File: src/include/flash_map.svh
// Flash address map
`ifndef FLASH_MAP_SVH
`define FLASH_MAP_SVH

// data window 0x000000 .. 0x07ffff
localparam logic [23:0] FLASH_WINDOW_BASE = 24'h000000;
localparam logic [23:0] FLASH_WINDOW_MASK = 24'hF80000;

// control register 0x080000 .. 0x080007
localparam logic [23:0] CTRL_REG_ADDR  = 24'h080000;
localparam logic [23:0] CTRL_ADDR_MASK = 24'hFFFFF8;

// control register bits
localparam int CTRL_WEN_BIT    = 0;	// program enable
localparam int CTRL_ERASE_BIT  = 1;	// erase trigger, reads as zero
localparam int CTRL_SECTOR_LSB = 8;	// sector field 15:8
localparam int CTRL_SECTOR_W   = 8;

`endif

File: src/hw/flash_pkg.sv
// Flash subsystem package
package flash_pkg;

	`include "flash_map.svh"

	// word index taken from the byte address
	localparam int WIDX_LSB = 2;
	localparam int WIDX_MSB = 17;

	// host access handed from the bus controller to the register block
	typedef struct packed {
		logic [23:0] address;
		logic [31:0] wdata;
		logic        write;	// 1 = write, 0 = read
		logic        is_ctrl;	// hit the control register range
	} bus_access_t;

	typedef enum logic [1:0] {
		OP_READ    = 2'd0,
		OP_PROGRAM = 2'd1,
		OP_ERASE   = 2'd2
	} flash_op_e;

	// command toward the flash array
	typedef struct packed {
		flash_op_e   op;
		logic [15:0] word_index;
		logic [7:0]  sector;	// erase only
		logic [31:0] data;	// program only
	} flash_cmd_t;

endpackage

File: src/hw/bus_cycle_ctrl.sv
// Host bus cycle controller
`timescale 1ns/100ps

module bus_cycle_ctrl (
	input  logic                   CLK,
	input  logic                   nRST,
	input  logic                   n_as,
	input  logic                   n_ds,
	input  logic                   r_w,
	input  logic [23:0]            addr,
	input  logic [31:0]            wdata,
	output logic [31:0]            rdata,
	output logic                   term,
	output logic                   acc_req,
	output flash_pkg::bus_access_t acc,
	input  logic                   acc_ack,
	input  logic [31:0]            acc_rdata
);
	import flash_pkg::*;

	typedef enum logic [1:0] {IDLE, REQ, TERM, RELEASE} state_e;

	state_e state;
	logic hit_data;
	logic hit_ctrl;
	logic start;

	assign hit_data = (addr & FLASH_WINDOW_MASK) == FLASH_WINDOW_BASE;
	assign hit_ctrl = (addr & CTRL_ADDR_MASK) == CTRL_REG_ADDR;
	assign start = !n_as && !n_ds && (hit_data || hit_ctrl);	// decoded strobe pair

	always_ff @(posedge CLK or negedge nRST) begin
		if (!nRST) begin
			state <= IDLE;
			acc_req <= 1'b0;
			term <= 1'b0;
		end else begin
			case (state)
				IDLE: begin
					if (start) begin
						acc_req <= 1'b1;
						state <= REQ;
					end
				end
				REQ: begin
					if (acc_ack) begin
						term <= 1'b1;
						state <= TERM;
					end
				end
				TERM: begin
					// hold term until the master ends the cycle
					if (n_as) begin
						term <= 1'b0;
						acc_req <= 1'b0;
						state <= RELEASE;
					end
				end
				RELEASE: begin
					if (!acc_ack)
						state <= IDLE;	// handshake back to idle
				end
				default: state <= IDLE;
			endcase
		end
	end

	// access payload, frozen for the whole handshake
	always_ff @(posedge CLK) begin
		if (state == IDLE && start) begin
			acc.address <= addr;
			acc.wdata <= wdata;
			acc.write <= !r_w;
			acc.is_ctrl <= hit_ctrl;
		end
	end

	always_ff @(posedge CLK) begin
		if (state == REQ && acc_ack && !acc.write)
			rdata <= acc_rdata;	// read data for the host
	end

	a_acc_stable: assert property (@(posedge CLK) disable iff (!nRST)
		acc_req && $past(acc_req) |-> $stable(acc))
		else $error("access changed during handshake");

	a_no_term_idle: assert property (@(posedge CLK) disable iff (!nRST)
		state == IDLE |-> !term)
		else $error("term high while idle");

endmodule

File: config.mk
export PLATFORM = sky130hd
export DESIGN_NAME = bus_cycle_ctrl
export DESIGN_NICKNAME = d
export VERILOG_FILES = /design/src/hw/flash_pkg.sv /design/src/hw/bus_cycle_ctrl.sv
export VERILOG_INCLUDE_DIRS = /design/src /design/src/include
export SDC_FILE = /design/constraint.sdc
export NUM_CORES = 1
export LEC_CHECK = 0
export BUFFER_PORTS_ARGS = -buffer_cell sky130_fd_sc_hd__buf_2
export CAP_MARGIN = 20
export CORE_MARGIN = 1
export CORE_UTILIZATION = 38
export CTS_CLUSTER_SIZE = 12
export DETAILED_ROUTE_END_ITERATION = 10
export GPL_ROUTABILITY_DRIVEN = 0
export PLACE_DENSITY = 0.75
export RECOVER_POWER = 25
export SYNTH_ARGS = -nofsm -noshare
export SYNTH_HDL_FRONTEND = slang
export SYNTH_SLANG_ARGS = --single-unit
File: constraint.sdc
create_clock -name CLK -period 3.6 [get_ports CLK]
set_clock_uncertainty 0.1 [all_clocks]
set_input_delay 0.36 -clock CLK [delete_from_list [all_inputs] [get_ports CLK]]
set_output_delay 0.36 -clock CLK [all_outputs]
set_load 0.02 [all_outputs]
Yosys cells after proc, flatten, opt, wreduce, memory -nomap -nowiden
Index checks and enable logic that the tools add are counted.

storage, ports and cells
  flip-flop bits (word level) = 94
  output and inout bits = 92
  logic and storage cells = 43

operators by class
  eq/ne operators = 8
  muxes and demuxes = 10
  reductions and logical operators = 17

operator list
  kind                                                   count
  zero test 24 bit                                       1
  equality test 21 x 17 -> 1 bit, second input constant  1
  two-way mux 2 bit                                      4
  != test 2 bit, second input constant                   4
  one-hot mux 2 bit (4 select lines)                     1
  AND reduction 3 bit                                    2
  logical AND 1 bit                                      5
  equality test 2 bit, second input constant             2
  zero test 1 bit                                        4
  one-hot mux 1 bit (2 select lines)                     2
  AND reduction 4 bit                                    1
  nonzero test 2 bit                                     2
  two-way mux 1 bit                                      3
  equality test 2 x 1 -> 1 bit, second input constant    1
  zero test 2 bit                                        1
  logical OR 1 bit                                       1

Logic depth before layout (Yosys ltp)
  depth after elaboration = 5
  depth in mapped cells = 6

Worst setup path before layout
Ideal clock, no wire load.

  kind = input-to-reg
  from = input addr[5]
  to = register acc[0] (netlist bit) (enable)
  setup time = 0.470 ns
  data arrival time = 3.302 ns
  setup slack = -0.272 ns
  stages = 3
  path buffers = 0
  cell sequence = nor4_2 -> nand4_1 -> a211oi_2

on the way
  cells in the longest elaborated chain, start to end = 4

RTL lines
  what                            line                  RTL
  from (decl)                     bus_cycle_ctrl.sv:10  input logic [23:0] addr,
  equality test 21 x 17 -> 1 bit  bus_cycle_ctrl.sv:29  assign hit_ctrl = (addr & CTRL_ADDR_MASK) == CTRL_REG_ADDR;
  logical OR 1 bit                bus_cycle_ctrl.sv:30  assign start = !n_as && !n_ds && (hit_data || hit_ctrl);
  logical AND 1 bit               bus_cycle_ctrl.sv:30
  logical AND 1 bit               bus_cycle_ctrl.sv:70  if (state == IDLE && start) begin
  to (decl)                       bus_cycle_ctrl.sv:15  output flash_pkg::bus_access_t acc,

No other way between the ends.
A chain may end at the register's enable or synchronous reset.

Worst setup path in the final report
  from = input addr[12]
  to = register acc[46] (netlist bit) (enable)

Same word-level chain as after synthesis.

==> results.json <==
{
  "post-cts-setup-buffers": 0,
  "drc_errors": 0,
  "fin_crit_sh_pct": 57.1,
  "layout_commonest_cell": "buf_2",
  "worst_ep_required_time_ps": 3480,
  "insertion_delay_ps": 340,
  "cts_inserted_buffers": 9,
  "start_util_pct": 39.5,
  "min_path_type": "in -> reg",
  "worst_pin_slew_ps": 574,
  "die_h_um": 91.9,
  "p_per_area_nw_per_um2": 513,
  "rr_worst_depth": 5,
  "setup_tns_ps": 0,
  "grt_util_met3_pct": 5.39,
  "grt_pass1_wl_mm": 9.52,
  "num-fill-cells": 680,
  "synth_warnings": 0,
  "rows": 32,
  "grt_overflow": 0,
  "timing.slew.headroom_pct": 61.7,
  "vias": 1920,
  "vias_per_cell": 4.41,
  "synth_edf_count": 90,
  "critPathLaunchType": "input port",
  "synth_cells": 128,
  "wl_per_cell_um": 14.9,
  "worst_ir_drop_vdd_v": 0.000238,
  "r2r_slack_ps": 1610,
  "first_iter_violations": 62,
  "die-area_um2": 8450,
  "crit_start": "addr[12]",
  "setup_violations": 0,
  "cts_sinks": 94,
  "ioPinCount": 186,
  "clk_path_buf_depth": 2,
  "synth_flop_cell": "edfxtp_1",
  "grt_busiest_layer": "met2",
  "area_growth_pct": 42.0,
  "min_period_ps": 2050,
  "fmax_mhz": 487,
  "ys_seq_area_share_pct": 91.2,
  "ys_types": 17,
  "htreeDepth": 3,
  "track_usage_pct": 15.4,
  "rsz0062_at_grt": "false",
  "hold_viol_final": 0,
  "pre_cts_slack_ps": 1130,
  "fin_hold_ws_ps": 78.8,
  "drive_above_1_share_pct": 62.5,
  "core_um2": 7770,
  "path_max_fanout": 46,
  "cts_tree": "yes",
  "synth.area.top_cells": "edfxtp_1 (88%), dfrtp_1 (3.3%), nor4_2 (2.0%)",
  "grt_antenna_before_repair": 0,
  "maxCapViolCount": 0,
  "met1_usage_pct": 17.5,
  "synth_area_um2": 3070,
  "grt_max_degree": 47,
  "r2r-end": "acc[46]",
  "ant_nets": 0,
  "path_clk_slew_ps": 100,
  "yosysTopAreaCell": "edfxtp_1",
  "p_leak_nw": 1.79,
  "wl_mm": 6.48,
  "gr-usage-met2_pct": 26.4,
  "crit_path_end_kind": "flip-flop",
  "slew_violations": 0,
  "arrival_ps": 1940,
  "layout_common_cells": "buf_2 (181), edfxtp_1 (90), clkbuf_8 (9)",
  "regToRegStartpoint": "state[0]",
  "path_class": "in -> reg",
  "async_flop_share_pct": 4.26,
  "synth_top_area_share_pct": 88.0,
  "post-dp-hpwl_mm": 4.90,
  "grt_pass1_vias": 1920,
  "synth_fp_nets": 226,
  "synth-seq-cells": 94,
  "synth.avg_cell_area_um2": 24.0,
  "fin_ws_ps": 1550,
  "layout.nets": 426,
  "cts_root_buffer": "clkbuf_8",
  "io_buffers": 185,
  "endpoint": "acc[46]",
  "outcome": "finished clean",
  "n_antenna_cell": 0,
  "die_x_um": 91.9,
  "firstDrtPassIters": 4
}
-- where the power goes --
group / internal (mW) / switching [mW]
Clock: 0.327 / 0.361
Sequential: 1.25 / 0.0222
Combinational: 0.117 / 0.156
-- kinds of logic after synthesis --
family          count (synthesis)  share of synthesized area (%)
buf+inv                         5                          0.611
mux                             1                          0.367
simple gates                   14                           3.38
compound gates                 10                           2.77
flops                          94                           91.2
fa+ha+maj                       4                           1.63
-- routing by layer --
metal / routed length [µm] / vias to the layer above
li1: - / 906
met1: 2490 / 911
met2: 3400 / 98
met3: 519 / 5
met4: 76 / 0
met5: 0 / -
-- synth_stat cells, drive strengths merged (2+ instances only) --
library cell,n
edfxtp,90
inv,5
nor4,5
dfrtp,4
ha,4
nand2,3
nor2,3
o21ai,3
a211oi,2
a21oi,2
-- flip-flops by register name, indices dropped and copies added (netlist names) --
name	flops
acc	58
rdata	32
state	2
acc_req	1
term	1
-- area by class of cell --
type	count	area, µm²	area share, %
sequential	94	2800	64.3
tap	102	128	2.93
timing repair buffer	189	953	21.9
inverter	5	18.8	0.430
clock buffer	10	128	2.93
multi-input combinational	29	260	5.97
clock inverter	6	70.1	1.61
-- stage by stage --
stage,power (mW),util [%],std cells,instance area [µm²]
floorplan,1.46,-,128,3080
global placement,1.57,53.5,418,4160
detailed placement,1.58,53.5,418,4160
CTS,2.26,56.2,435,4370
global route,2.33,56.1,435,4360
finish,2.24,56.1,435,4360
-- timing repair --
| item | 4_1_cts | 5_1_grt |
|---|---|---|
| gates resized for setup | 0 | 0 |
| endpoints found under the hold margin | 4 | 0 |
| hold buffers | 1 | 0 |
-- critical path, cell delays in order --
cell	delay (ps)
buf_2	110
nor4_2	340
nand4_1	280
a211oi_4	310
buf_4	510
-- worst min path at each step --
stage | slack [ps] | to | startpoint | cells past startpoint
2_1_floorplan | -40 | acc_req | nRST | 0
3_3_place_gp | 70 | acc_req | nRST | 1
3_5_place_dp | 80 | term | nRST | 1
4_1_cts | 60 | acc[13] | wdata[11] | 1
5_1_grt | 50 | acc[13] | wdata[11] | 1
6_report | 80 | acc[15] | wdata[13] | 1
Power figures use the tool's default switching activity.
