<file path="config.mk">
export PLATFORM = sky130hd
export DESIGN_NAME = registers_flash
export DESIGN_NICKNAME = d
export VERILOG_FILES = /design/src/hw/flash_pkg.sv /design/src/hw/registers_flash.sv
export VERILOG_INCLUDE_DIRS = /design/src /design/src/include
export SDC_FILE = /design/constraint.sdc
export NUM_CORES = 1
export LEC_CHECK = 0
export BUFFER_PORTS_ARGS = -buffer_cell sky130_fd_sc_hd__buf_2
export CAP_MARGIN = 30
export CORE_MARGIN = 1
export CORE_UTILIZATION = 45
export CTS_CLUSTER_SIZE = 24
export DETAILED_ROUTE_END_ITERATION = 6
export GPL_ROUTABILITY_DRIVEN = 0
export PLACE_DENSITY = 0.84
export SLEW_MARGIN = 30
export SYNTH_ARGS = -nofsm -noshare
export SYNTH_HDL_FRONTEND = slang
export SYNTH_SLANG_ARGS = --single-unit
</file>
<file path="constraint.sdc">
create_clock -name CLK -period 4.7 [get_ports CLK]
set_input_delay 0.94 -clock CLK [delete_from_list [all_inputs] [get_ports CLK]]
set_output_delay 0.94 -clock CLK [all_outputs]
set_load 0.02 [all_outputs]
</file>
<file path="src/include/flash_map.svh">
// Flash address map
`ifndef FLASH_MAP_SVH
`define FLASH_MAP_SVH

// data window 0x000000 .. 0x07ffff
localparam logic [23:0] FLASH_WINDOW_BASE = 24'h000000;
localparam logic [23:0] FLASH_WINDOW_MASK = 24'hF80000;

// control register 0x080000 .. 0x080007
localparam logic [23:0] CTRL_REG_ADDR  = 24'h080000;
localparam logic [23:0] CTRL_ADDR_MASK = 24'hFFFFF8;

// control register bits
localparam int CTRL_WEN_BIT    = 0;	// program enable
localparam int CTRL_ERASE_BIT  = 1;	// erase trigger, reads as zero
localparam int CTRL_SECTOR_LSB = 8;	// sector field 15:8
localparam int CTRL_SECTOR_W   = 8;

`endif

</file>
<file path="src/hw/flash_pkg.sv">
// Flash subsystem package
package flash_pkg;

	`include "flash_map.svh"

	// word index taken from the byte address
	localparam int WIDX_LSB = 2;
	localparam int WIDX_MSB = 17;

	// host access handed from the bus controller to the register block
	typedef struct packed {
		logic [23:0] address;
		logic [31:0] wdata;
		logic        write;	// 1 = write, 0 = read
		logic        is_ctrl;	// hit the control register range
	} bus_access_t;

	typedef enum logic [1:0] {
		OP_READ    = 2'd0,
		OP_PROGRAM = 2'd1,
		OP_ERASE   = 2'd2
	} flash_op_e;

	// command toward the flash array
	typedef struct packed {
		flash_op_e   op;
		logic [15:0] word_index;
		logic [7:0]  sector;	// erase only
		logic [31:0] data;	// program only
	} flash_cmd_t;

endpackage

</file>
<file path="src/hw/registers_flash.sv">
// Flash register block
`timescale 1ns/100ps

module registers_flash #(
	parameter int FLASH_WORDS  = 256,
	parameter int SECTOR_WORDS = 32
) (
	input  logic                   CLK,
	input  logic                   nRST,
	input  logic                   acc_req,
	input  flash_pkg::bus_access_t acc,
	output logic                   acc_ack,
	output logic [31:0]            acc_rdata,
	output logic                   cmd_req,
	output flash_pkg::flash_cmd_t  cmd,
	input  logic                   cmd_ack,
	input  logic [31:0]            cmd_rdata
);
	import flash_pkg::*;

	localparam int NUM_SECTORS = FLASH_WORDS / SECTOR_WORDS;

	typedef enum logic [1:0] {IDLE, CMD, DROP, DONE} state_e;

	state_e state;
	logic ctrl_wen;
	logic [CTRL_SECTOR_W-1:0] ctrl_sector;
	logic [31:0] ctrl_rd;
	logic [15:0] idx;
	logic idx_ok;
	logic [CTRL_SECTOR_W-1:0] wr_sector;
	logic erase_go;
	logic need_cmd;
	flash_op_e op_next;
	logic accept;

	assign idx = acc.address[WIDX_MSB:WIDX_LSB];
	assign idx_ok = {16'h0, idx} < 32'(FLASH_WORDS);
	assign wr_sector = acc.wdata[CTRL_SECTOR_LSB +: CTRL_SECTOR_W];
	// sectors past the end of the array are dropped here
	assign erase_go = acc.wdata[CTRL_ERASE_BIT]
		&& ({{(32 - CTRL_SECTOR_W){1'b0}}, wr_sector} < 32'(NUM_SECTORS));
	assign accept = (state == IDLE) && acc_req;

	always_comb begin
		ctrl_rd = '0;
		ctrl_rd[CTRL_WEN_BIT] = ctrl_wen;
		ctrl_rd[CTRL_SECTOR_LSB +: CTRL_SECTOR_W] = ctrl_sector;
	end

	// which accesses turn into a flash command
	always_comb begin
		need_cmd = 1'b0;
		op_next = OP_READ;
		if (acc.is_ctrl) begin
			need_cmd = acc.write && erase_go;
			op_next = OP_ERASE;
		end else if (idx_ok) begin
			if (!acc.write) begin
				need_cmd = 1'b1;
				op_next = OP_READ;
			end else if (ctrl_wen) begin
				need_cmd = 1'b1;
				op_next = OP_PROGRAM;
			end
		end
	end

	always_ff @(posedge CLK or negedge nRST) begin
		if (!nRST) begin
			state <= IDLE;
			acc_ack <= 1'b0;
			cmd_req <= 1'b0;
			ctrl_wen <= 1'b0;
			ctrl_sector <= '0;
		end else begin
			case (state)
				IDLE: begin
					if (acc_req) begin
						if (acc.is_ctrl && acc.write) begin
							ctrl_wen <= acc.wdata[CTRL_WEN_BIT];
							ctrl_sector <= wr_sector;
						end
						if (need_cmd) begin
							cmd_req <= 1'b1;
							state <= CMD;
						end else begin
							acc_ack <= 1'b1;	// ctrl, protected or out of range
							state <= DONE;
						end
					end
				end
				CMD: begin
					if (cmd_ack) begin
						cmd_req <= 1'b0;
						state <= DROP;
					end
				end
				DROP: begin
					if (!cmd_ack) begin
						acc_ack <= 1'b1;
						state <= DONE;
					end
				end
				DONE: begin
					if (!acc_req) begin
						acc_ack <= 1'b0;
						state <= IDLE;
					end
				end
				default: state <= IDLE;
			endcase
		end
	end

	always_ff @(posedge CLK) begin
		if (accept) begin
			cmd.op <= op_next;
			cmd.word_index <= idx;
			cmd.sector <= wr_sector;
			cmd.data <= acc.wdata;
			acc_rdata <= acc.is_ctrl ? ctrl_rd : '1;	// ones unless the array answers
		end else if (state == CMD && cmd_ack && cmd.op == OP_READ) begin
			acc_rdata <= cmd_rdata;
		end
	end

	a_cmd_req_rise: assert property (@(posedge CLK) disable iff (!nRST)
		$rose(cmd_req) |-> !cmd_ack)
		else $error("cmd_req raised with cmd_ack still high");

endmodule

</file>
### Yosys cells after proc, flatten, opt, wreduce, memory -nomap -nowiden

Cells that the tools add are included.

* RAM bits: 0
* word-level logic and storage cells: 63
* bits in registers: 103
* ROM bits: 0
* bits in latches: 0
* output and inout bits: 92
* memories kept: 0

* reduce and logical (&&, ||, !) cells: 16
* shift-type cells: 0
* div/mod/pow operators: 0
* eq/ne operators: 9
* bitwise gates (word level): 2
* $mul: 0
* mux-type cells: 23
* order comparisons: 2
* add/subtract/negate cells: 0

Operator list (number)
* two-way mux 32 bit: 3
* less-than comparator 16 x 9 -> 1 bit, second input constant: 1
* two-way mux 1 bit: 12
* != test 2 bit, second input constant: 6
* two-way mux 2 bit: 5
* less-than comparator 8 x 4 -> 1 bit, second input constant: 1
* case mux 2 bit (4 select lines): 1
* AND reduction 4 bit: 2
* logical AND 1 bit: 6
* AND reduction 5 bit: 1
* equality test 2 bit, second input constant: 2
* logical NOT 2 bit: 2
* nonzero test 2 bit: 2
* case mux 1 bit (3 select lines): 1
* AND reduction 3 bit: 1
* nonzero test 3 bit: 1
* OR reduction 3 bit: 1
* equality test 2 x 1 -> 1 bit, second input constant: 1
* inverter 1 bit: 2
* case mux 1 bit (2 select lines): 1

### Logic depth before layout (Yosys ltp)

Gate-level depths: netlist of the first run.

* depth after elaboration: 7
* mapped depth: 8
* mapped depth without buffers: 6

### Worst setup path before layout of the first run

No wires, ideal clock.

* kind: input -> register
* start: in cmd_ack
* end: reg acc_rdata[0] (enable)
* slack: 0.804 ns
* arrival: 3.427 ns
* path buffers: 0
* setup time: 0.470 ns
* stages: 2
* path through: nand2_1 o31ai_1

* word-level cells in the longest chain between the ends: 3

Ends and longest elaborated chain
* from (decl): RTL line registers_flash.sv:16 `input logic cmd_ack,`
* logical AND 1 bit (2 in a row): RTL line registers_flash.sv:123 `end else if (state == CMD && cmd_ack && cmd.op == OP_READ) begin`
* nonzero test 2 bit (no source line)
* to (signal assigned): RTL line registers_flash.sv:122 `acc_rdata <= acc.is_ctrl ? ctrl_rd : '1;`
* to (signal assigned): RTL line registers_flash.sv:124 `acc_rdata <= cmd_rdata;`
* to (decl): RTL line registers_flash.sv:13 `output logic [31:0] acc_rdata,`

Every way passes these cells.
A chain may end at the register's enable or synchronous reset.

### Worst setup path in the final report of the first run

* start: reg state[0]
* end: reg acc_rdata[14] (data pin)

* word-level cells in the longest chain between the ends: 3

Ends and longest elaborated chain
* from (decl): RTL line registers_flash.sv:25 `state_e state;`
* from (signal assigned): RTL line registers_flash.sv:71 `state <= IDLE;`
* from (signal assigned): RTL line registers_flash.sv:86 `state <= CMD;`
* from (signal assigned): RTL line registers_flash.sv:89 `state <= DONE;`
* logical NOT 2 bit: RTL line registers_flash.sv:43 `assign accept = (state == IDLE) && acc_req;`
* logical AND 1 bit: RTL line registers_flash.sv:43
* two-way mux 32 bit: RTL line registers_flash.sv:117 `if (accept) begin`

Every way passes these cells.

==> flow_metrics.tcl, run 1 <==
set metrics [dict create \
    rr_worst_depth 6 \
    areaGrowthSynthToFinish_pct 32.0 \
    fin_crit_sh 0.496 \
    p_comb_frac 0.301 \
    final_util 0.617 \
    dr.first_iter.drc_count 79 \
    period_needed_ps 2330 \
    grt_overflow 0 \
    fin_area_sq_um 4770 \
    io_pins 186 \
    final_nets 492 \
    critical_path_required_ps 4770 \
    clk_latency_ps 340 \
    fmax_mhz 429 \
    antennaDiodeCount 0 \
    synth_seq_cells 95 \
    drc 0 \
    wl_per_cell_um 15.1 \
    yosysWarnings 0 \
    die_h_um 91.6 \
    final_cell_mix "177 x buf_2, 82 x edfxtp_1, 23 x a21o_1" \
    hold_viol 0 \
    core_area_sq_um 7730 \
    dr.pass1.iters 4 \
    p_total_mw 2.49 \
    dpl_cell_area_sq_um 4570 \
    final_common_cell "buf_2" \
    syn_nets 315 \
    postCtsResizedCells 0 \
    vias 2398 \
    dp_cells 483 \
    syn_inst 216 \
    p_sw_frac 0.326 \
    ctsHoldBuffers 0 \
    antenna_found_initial 0 \
    wirelength_um 7560 \
    clk_pin_slew_worst_paths_ps 90 \
    preCtsSetupSlack_ps 1610 \
    die_x_um 91.6 \
    dpl.hpwl_um 5760 \
    seqPwrFrac 0.496 \
    intPower_mw 1.68 \
    setup_viol 0 \
    row_count 32 \
    detail-route-antenna-nets 0 \
    synth-seq-area-share 0.771 \
    min_path_type "in -> async" \
    setup_ws_ps 2370 \
    outcome "completed" \
    r2r_end "acc_rdata[14]" \
    grt_pass1_wl_um 11600 \
    root_buffer "clkbuf_8" \
    fin_skew_ps 9.57 \
    cp_max_fo 28 \
    holdWs_ps 478 \
    first_global_vias 2406 \
    power_switching_uw 810 \
    r2r_start "state[0]" \
    power_density_nw_per_um2 521 \
    h-tree-depth 3 \
    die_area_sq_um 8390 \
    power_leakage_nw 2.16 \
    grt_max_degree 29 \
    slew_headroom 0.629 \
    drive_gt1_frac 0.533 \
    start_util 0.468 \
    port_buffers 177 \
    post_cts_buffers 0 \
    worst_pin_slew_ps 557 \
    cts_made_buffers 9 \
    yosysUniqueCellTypes 30 \
    clock_path_buffers 2 \
    ff2ff_setup_slack_ps 2370 \
    critPathArrivalTime_ps 2400 \
    drv_slew 0 \
    cts.sinks 95 \
    rsz0062_at_grt "no" \
    start_kind "flop" \
    fin_setup_tns_ps 0 \
    globalRouteTotalUtil 0.184 \
    viasPerCell 4.80 \
    cts_tree "yes" \
    vdd_drop_max_mv 0.250 \
    cp-end-kind "flop" \
    path_class "reg -> reg" \
    fin_cells 500 \
    p_clk_frac 0.204 \
    syn_area_per_cell_sq_um 16.7 \
    cap_violations 0 \
    synth_area_sq_um 3610 \
]
==> power groups by stage <==
stage	Combinational (mW)	Sequential (mW)	Clock, mW
finish	0.748	1.23	0.506
global route	0.816	1.25	0.547
CTS	0.752	1.24	0.515
detailed placement	0.750	1.25	0
global placement	0.721	1.24	0
floorplan	0.327	1.42	0
==> metal layers <==
layer / share of wire / wire (um) / track usage
met4: 0.018 / 137 / 0.0754
met2: 0.51 / 3890 / 0.329
met1: 0.40 / 2990 / 0.213
met3: 0.071 / 536 / 0.0423
met5: 0 / 0 / 0
==> worst max-delay path by stage <==
stage              from       endpoint
6_report       state[0]  acc_rdata[14]
5_1_grt        state[0]   acc_rdata[0]
4_1_cts        state[0]  acc_rdata[14]
3_5_place_dp    acc_req  acc_rdata[14]
3_3_place_gp    acc_req   acc_rdata[0]
2_1_floorplan   cmd_ack   acc_rdata[0]
==> sequential cells by signal, indices dropped and copies added, names as in the netlist <==
register	flops
acc_rdata	32
cmd_req	1
acc_ack	1
ctrl_wen	1
cmd	50
ctrl_sector	8
state	2
==> Yosys cell counts <==
master,instances,share of area
a2111o_1,1,0.0031
a211o_1,1,0.0024
a21o_1,23,0.048
a21oi_1,3,0.0042
a31o_2,1,0.0024
a31oi_1,10,0.017
and2_1,1,0.0017
buf_2,6,0.0083
buf_4,8,0.017
clkbuf_1,2,0.0021
dfrtp_1,13,0.090
edfxtp_1,82,0.68
ha_1,5,0.017
inv_1,15,0.016
mux2_2,10,0.031
nand2_1,6,0.0062
nand2b_1,1,0.0017
nand3_1,1,0.0014
nand3_2,1,0.0028
nand4_2,2,0.0069
nor2_1,12,0.012
nor2b_1,1,0.0017
nor3_1,3,0.0042
nor4_2,1,0.0035
nor4_4,1,0.0059
o211ai_1,1,0.0021
o21ai_0,1,0.0014
o31ai_1,2,0.0042
o41ai_1,1,0.0024
or3_1,1,0.0017
==> worst max-delay path, cell delays in order, from the launching register on <==
cell and delay (ps):
dfrtp_1 420, inv_1 120, ha_1 300, nand2_1 240, inv_2 460, buf_4 400
a31oi_1 120
==> cells by family (layout without fill, tap and decap cells) <==
group           Yosys count  count (layout)  synth area share
compound gates           44              44            0.0873
buf+inv                  31             213            0.0426
flops                    95              95             0.771
simple gates             31              31            0.0502
mux                      10              10            0.0312
fa+ha+maj                 5               5            0.0173
==> final cells by class <==
| cell class | instances | area (sq um) |
|---|---|---|
| Timing Repair Buffer | 182 | 931 |
| Multi-Input combinational cell | 90 | 686 |
| Clock buffer | 12 | 135 |
| Tap cell | 102 | 128 |
| Sequential cell | 95 | 2790 |
| Fill cell | 628 | 2960 |
| Inverter | 15 | 56.3 |
| Clock inverter | 4 | 47.5 |
(Power assumes the default switching activity.)
==> inputs of run 2 (changes only) <==
==> constraint.sdc (replaced) <==
create_clock -name CLK -period 2.2 [get_ports CLK]
set_input_delay 0.44 -clock CLK [delete_from_list [all_inputs] [get_ports CLK]]
set_output_delay 0.44 -clock CLK [all_outputs]
set_load 0.02 [all_outputs]
==> run 2 against run 1 <==
  * Sequential cell count is the same
  * Power is 120% higher
  * Utilization increased by 0.62 points
  * Non-clock buffer count up 1
  * Die area is the same
  * Clock skew is 9.9 ps higher
  * Design area is 1.0% higher
  * Clock power up 130%
  * Sequential power increased by 110%
  * Via count decreased by 0.50%
  * Global-route usage shrank 1.2 points
  * Critical path type unchanged
  * Critical endpoint is now ctrl_sector[3]
==> flow_metrics.tcl, run 2 (synthesis gave the netlist of run 1 again) <==
set metrics [dict create \
    outcome "completed" \
    root_buffer "clkbuf_8" \
    row_count 32 \
    clk_pin_slew_worst_paths_ps 110 \
    seqCellArea_sq_um 2790 \
    fin_cells 501 \
    drv_slew 0 \
    h-tree-depth 3 \
    dp_cells 484 \
    fin_area_sq_um 4820 \
    rsz0062_at_grt "no" \
    vias 2386 \
    antennaDiodeCount 0 \
    regMostFlops "cmd" \
    grt_max_degree 47 \
    setup_viol 0 \
    dpl.hpwl_um 5500 \
    die_x_um 91.6 \
    p_sw_frac 0.329 \
    wirelength_um 7120 \
    globalRouteTotalUtil 0.172 \
    io_pins 186 \
    p_clk_frac 0.216 \
    worst_pin_slew_ps 551 \
    postCtsResizedCells 0 \
    hold_viol 0 \
    cp_max_fo 11 \
    path_class "reg -> reg" \
    grt_overflow 0 \
    die_h_um 91.6 \
    critical_path_required_ps 2430 \
    cts_made_buffers 9 \
    antenna_found_initial 0 \
    grt_pass1_wl_um 11000 \
    fmax_mhz 503 \
    intPower_mw 3.62 \
    start_util 0.468 \
    period_needed_ps 1990 \
    power_density_nw_per_um2 1120 \
    drive_gt1_frac 0.539 \
    wl_per_cell_um 14.2 \
    min_path_type "in -> reg" \
    clock_path_buffers 2 \
    vdd_drop_max_mv 0.492 \
    top_regs "cmd: 50 flops, acc_rdata: 32 flops, ctrl_sector: 8 flops" \
    power_switching_mw 1.77 \
    final_cell_mix "177 x buf_2, 82 x edfxtp_1, 23 x a21o_1" \
    largest_reg_flops 50 \
    holdWs_ps 251 \
    cts_tree "yes" \
    final_nets 493 \
    slew_headroom 0.633 \
    clk_latency_ps 350 \
    multiInputGateArea_sq_um 686 \
    power_leakage_nw 2.17 \
    nFillCells 594 \
    cts.sinks 95 \
    core_area_sq_um 7730 \
    dr.first_iter.drc_count 82 \
    dpl_cell_area_sq_um 4610 \
    viasPerCell 4.76 \
    port_buffers 177 \
    die_area_sq_um 8390 \
    cap_violations 0 \
    start_kind "flop" \
    first_global_vias 2308 \
    fin_crit_sh 0.904 \
    areaGrowthSynthToFinish_pct 33.3 \
    fin_setup_tns_ps 0 \
    cp-end-kind "flop" \
    p_comb_frac 0.297 \
    final_common_cell "buf_2" \
    critPathArrivalTime_ps 2220 \
    dr.pass1.iters 4 \
    seqPwrFrac 0.487 \
    detail-route-antenna-nets 0 \
    p_total_mw 5.40 \
    fin_skew_ps 19.5 \
    drc 0 \
]
## run 2: cell type report
class	instances	area share
Clock buffer	10	0.0265
Clock inverter	6	0.0156
Inverter	15	0.0117
Multi-Input combinational cell	90	0.142
Sequential cell	95	0.579
Tap cell	102	0.0265
Timing Repair Buffer	183	0.199
## run 2: final timing paths
path / from / end / slack, ps / cells after the start
hold reg to reg: ctrl_sector[6] / ctrl_sector[6] / 510 / 1
setup reg to reg: state[0] / ctrl_sector[3] / 210 / 6
setup / recovery: state[0] / ctrl_sector[3] / 210 / 6
hold / removal: acc[21] / cmd[19] / 250 / 1
min in group asynchronous: nRST / ctrl_sector[5] / 500 / 2
max in group asynchronous: nRST / ctrl_wen / 1450 / 2
## run 2: stage by stage
step,util,worst slack (ps)
floorplan,-,136
global placement,0.596,281
detailed placement,0.596,204
CTS,0.624,186
global route,0.624,50.7
finish,0.624,211
## run 2: what timing repair did
item | CTS | global route
endpoints found under the hold margin | 13 | 0
buffers inserted | 0 | 0
hold buffers | 1 | 0
## run 2: power groups by stage
stage / logic [mW] / registers (mW) / clock network [mW]
final: 1.60 / 2.63 / 1.16
after global placement: 1.57 / 2.65 / 0
after detailed placement: 1.62 / 2.68 / 0
after floorplan: 0.712 / 3.03 / 0
after CTS: 1.62 / 2.63 / 1.20
after global routing: 1.76 / 2.67 / 1.27
## run 2: critical path: stages (launching register included)
cell and delay [ps]:
dfrtp_1 420, inv_1 110, ha_1 290, nand2_1 190
inv_2 260, nand3_2 250, mux2_2 340
## run 2: per-layer routing
metal,global-route usage,routed length [um],vias to the layer above
met5,0,0,-
met4,0.0820,174,0
met3,0.0348,445,13
met2,0.293,3630,102
met1,0.210,2880,1119
li1,-,-,1152
==> inputs of run 3 (changes only) <==
--- a/config.mk
+++ b/config.mk
@@ -14,6 +14,7 @@
 export DETAILED_ROUTE_END_ITERATION = 6
 export GPL_ROUTABILITY_DRIVEN = 0
 export PLACE_DENSITY = 0.84
+export RECOVER_POWER = 100
 export SLEW_MARGIN = 30
 export SYNTH_ARGS = -nofsm -noshare
 export SYNTH_HDL_FRONTEND = slang
==> run 3 against run 2 <==
  * First-iteration DRC count grew 24%
  * Wire length grew 1.2%
  * Worst setup slack gained 9.5 ps
  * Fmax grew 0.48%
  * Critical endpoint unchanged
  * Count of clock-buffer cells in the layout is the same
  * Highest routed layer unchanged
  * Via count shrank 0.29%
  * Non-clock buffer count is the same
==> flow_metrics.tcl, run 3 (synthesis gave the netlist of run 1 again) <==
set metrics [dict create \
    clk_latency_ps 360 \
    grt_overflow 0 \
    regMostFlops "cmd" \
    port_buffers 177 \
    grt_pass1_wl_um 11000 \
    path_class "reg -> reg" \
    clk_pin_slew_worst_paths_ps 110 \
    final_nets 493 \
    die_x_um 91.6 \
    postCtsResizedCells 0 \
    fmax_mhz 505 \
    setup_viol 0 \
    drive_gt1_frac 0.273 \
    power_leakage_nw 1.88 \
    largest_reg_flops 50 \
    power_density_nw_per_um2 1130 \
    clock_path_buffers 2 \
    detail-route-antenna-nets 0 \
    areaGrowthSynthToFinish_pct 29.6 \
    critical_path_required_ps 2430 \
    wirelength_um 7210 \
    root_buffer "clkbuf_8" \
    cts.sinks 95 \
    min_path_type "in -> reg" \
    hold_viol 0 \
    ff2ff_setup_slack_ps 220 \
    period_needed_ps 1980 \
    drc 0 \
    post_cts_buffers 0 \
    fin_crit_sh 0.900 \
    die_h_um 91.6 \
    dr.first_iter.drc_count 102 \
    top_regs "cmd: 50 flops, acc_rdata: 32 flops, ctrl_sector: 8 flops" \
    dpl.hpwl_um 5500 \
    core_area_sq_um 7730 \
    cap_violations 0 \
    first_global_vias 2308 \
    fin_cells 501 \
    rsz0062_at_grt "no" \
    drv_slew 0 \
    row_count 32 \
    fin_skew_ps 20.6 \
    fin_setup_tns_ps 0 \
    worst_pin_slew_ps 754 \
    final_util 0.606 \
    hp-start "acc[21]" \
    start_kind "flop" \
    r2r_start "state[0]" \
    cp-end-kind "flop" \
    critPathArrivalTime_ps 2210 \
    cp_max_fo 11 \
    grt_max_degree 47 \
    outcome "completed" \
    dr.pass1.iters 4 \
    cts_tree "yes" \
    viasPerCell 4.75 \
    final_common_cell "clkbuf_1" \
    die_area_sq_um 8390 \
    dp_cells 484 \
    ctsHoldBuffers 1 \
    worstSetupStartpoint "state[0]" \
    antennaDiodeCount 0 \
    holdWs_ps 250 \
    multiInputGateArea_sq_um 686 \
    final_cell_mix "106 x clkbuf_1, 82 x edfxtp_1, 72 x buf_2" \
    seqCellArea_sq_um 2790 \
    nFillCells 656 \
    start_util 0.468 \
    cts_made_buffers 9 \
    io_pins 186 \
    vias 2379 \
    vdd_drop_max_mv 0.493 \
    globalRouteTotalUtil 0.172 \
    h-tree-depth 3 \
    antenna_found_initial 0 \
    slew_headroom 0.497 \
    wl_per_cell_um 14.4 \
]
-- run 3: cell count changes in the layout (fill, tap and decap cells not counted), sizes merged --
cell / before / now
clkbuf: 10 / 117
buf: 182 / 75
-- run 3: area by class of cell --
class,instances,area share
Sequential cell,95,0.595
Multi-Input combinational cell,90,0.146
Tap cell,102,0.0273
Inverter,15,0.0120
Clock buffer,10,0.0273
Timing Repair Buffer,183,0.176
Clock inverter,6,0.0160
-- run 3: critical path, cell delays in order (launching register included) --
cell and delay (ps):
dfrtp_1 420, inv_1 110, ha_1 290, nand2_1 190
inv_2 260, nand3_2 250, mux2_2 340
-- run 3: stage by stage --
step	setup WS (ps)	power, mW	area, sq um
global route	47.7	5.61	4680
floorplan	136	3.74	3630
detailed placement	204	4.29	4610
global placement	281	4.23	4610
finish	221	5.31	4680
CTS	186	5.46	4820
-- run 3: per-layer routing --
metal / vias up / track usage / part of all wire
met5: - / 0 / 0
met4: 0 / 0.0820 / 0.024
met3: 13 / 0.0348 / 0.063
met2: 102 / 0.293 / 0.50
met1: 1112 / 0.210 / 0.41
li1: 1152 / - / -
-- run 3: power by group --
group | total (mW) | leakage (nW) | switching [mW] | internal [mW]
clock network | 1.16 | 0.0998 | 0.616 | 0.547
logic | 1.51 | 0.872 | 1.01 | 0.503
registers | 2.64 | 0.911 | 0.160 | 2.48
total | 5.31 | 1.88 | 1.78 | 3.53
-- run 3: final timing paths --
| kind | end | cells after the start |
|---|---|---|
| setup reg to reg | ctrl_sector[3] | 6 |
| max in group asynchronous | ctrl_wen | 2 |
| min in group asynchronous | ctrl_sector[5] | 2 |
| hold reg to reg | ctrl_sector[6] | 1 |
| hold / removal | cmd[19] | 1 |
| setup / recovery | ctrl_sector[3] | 6 |
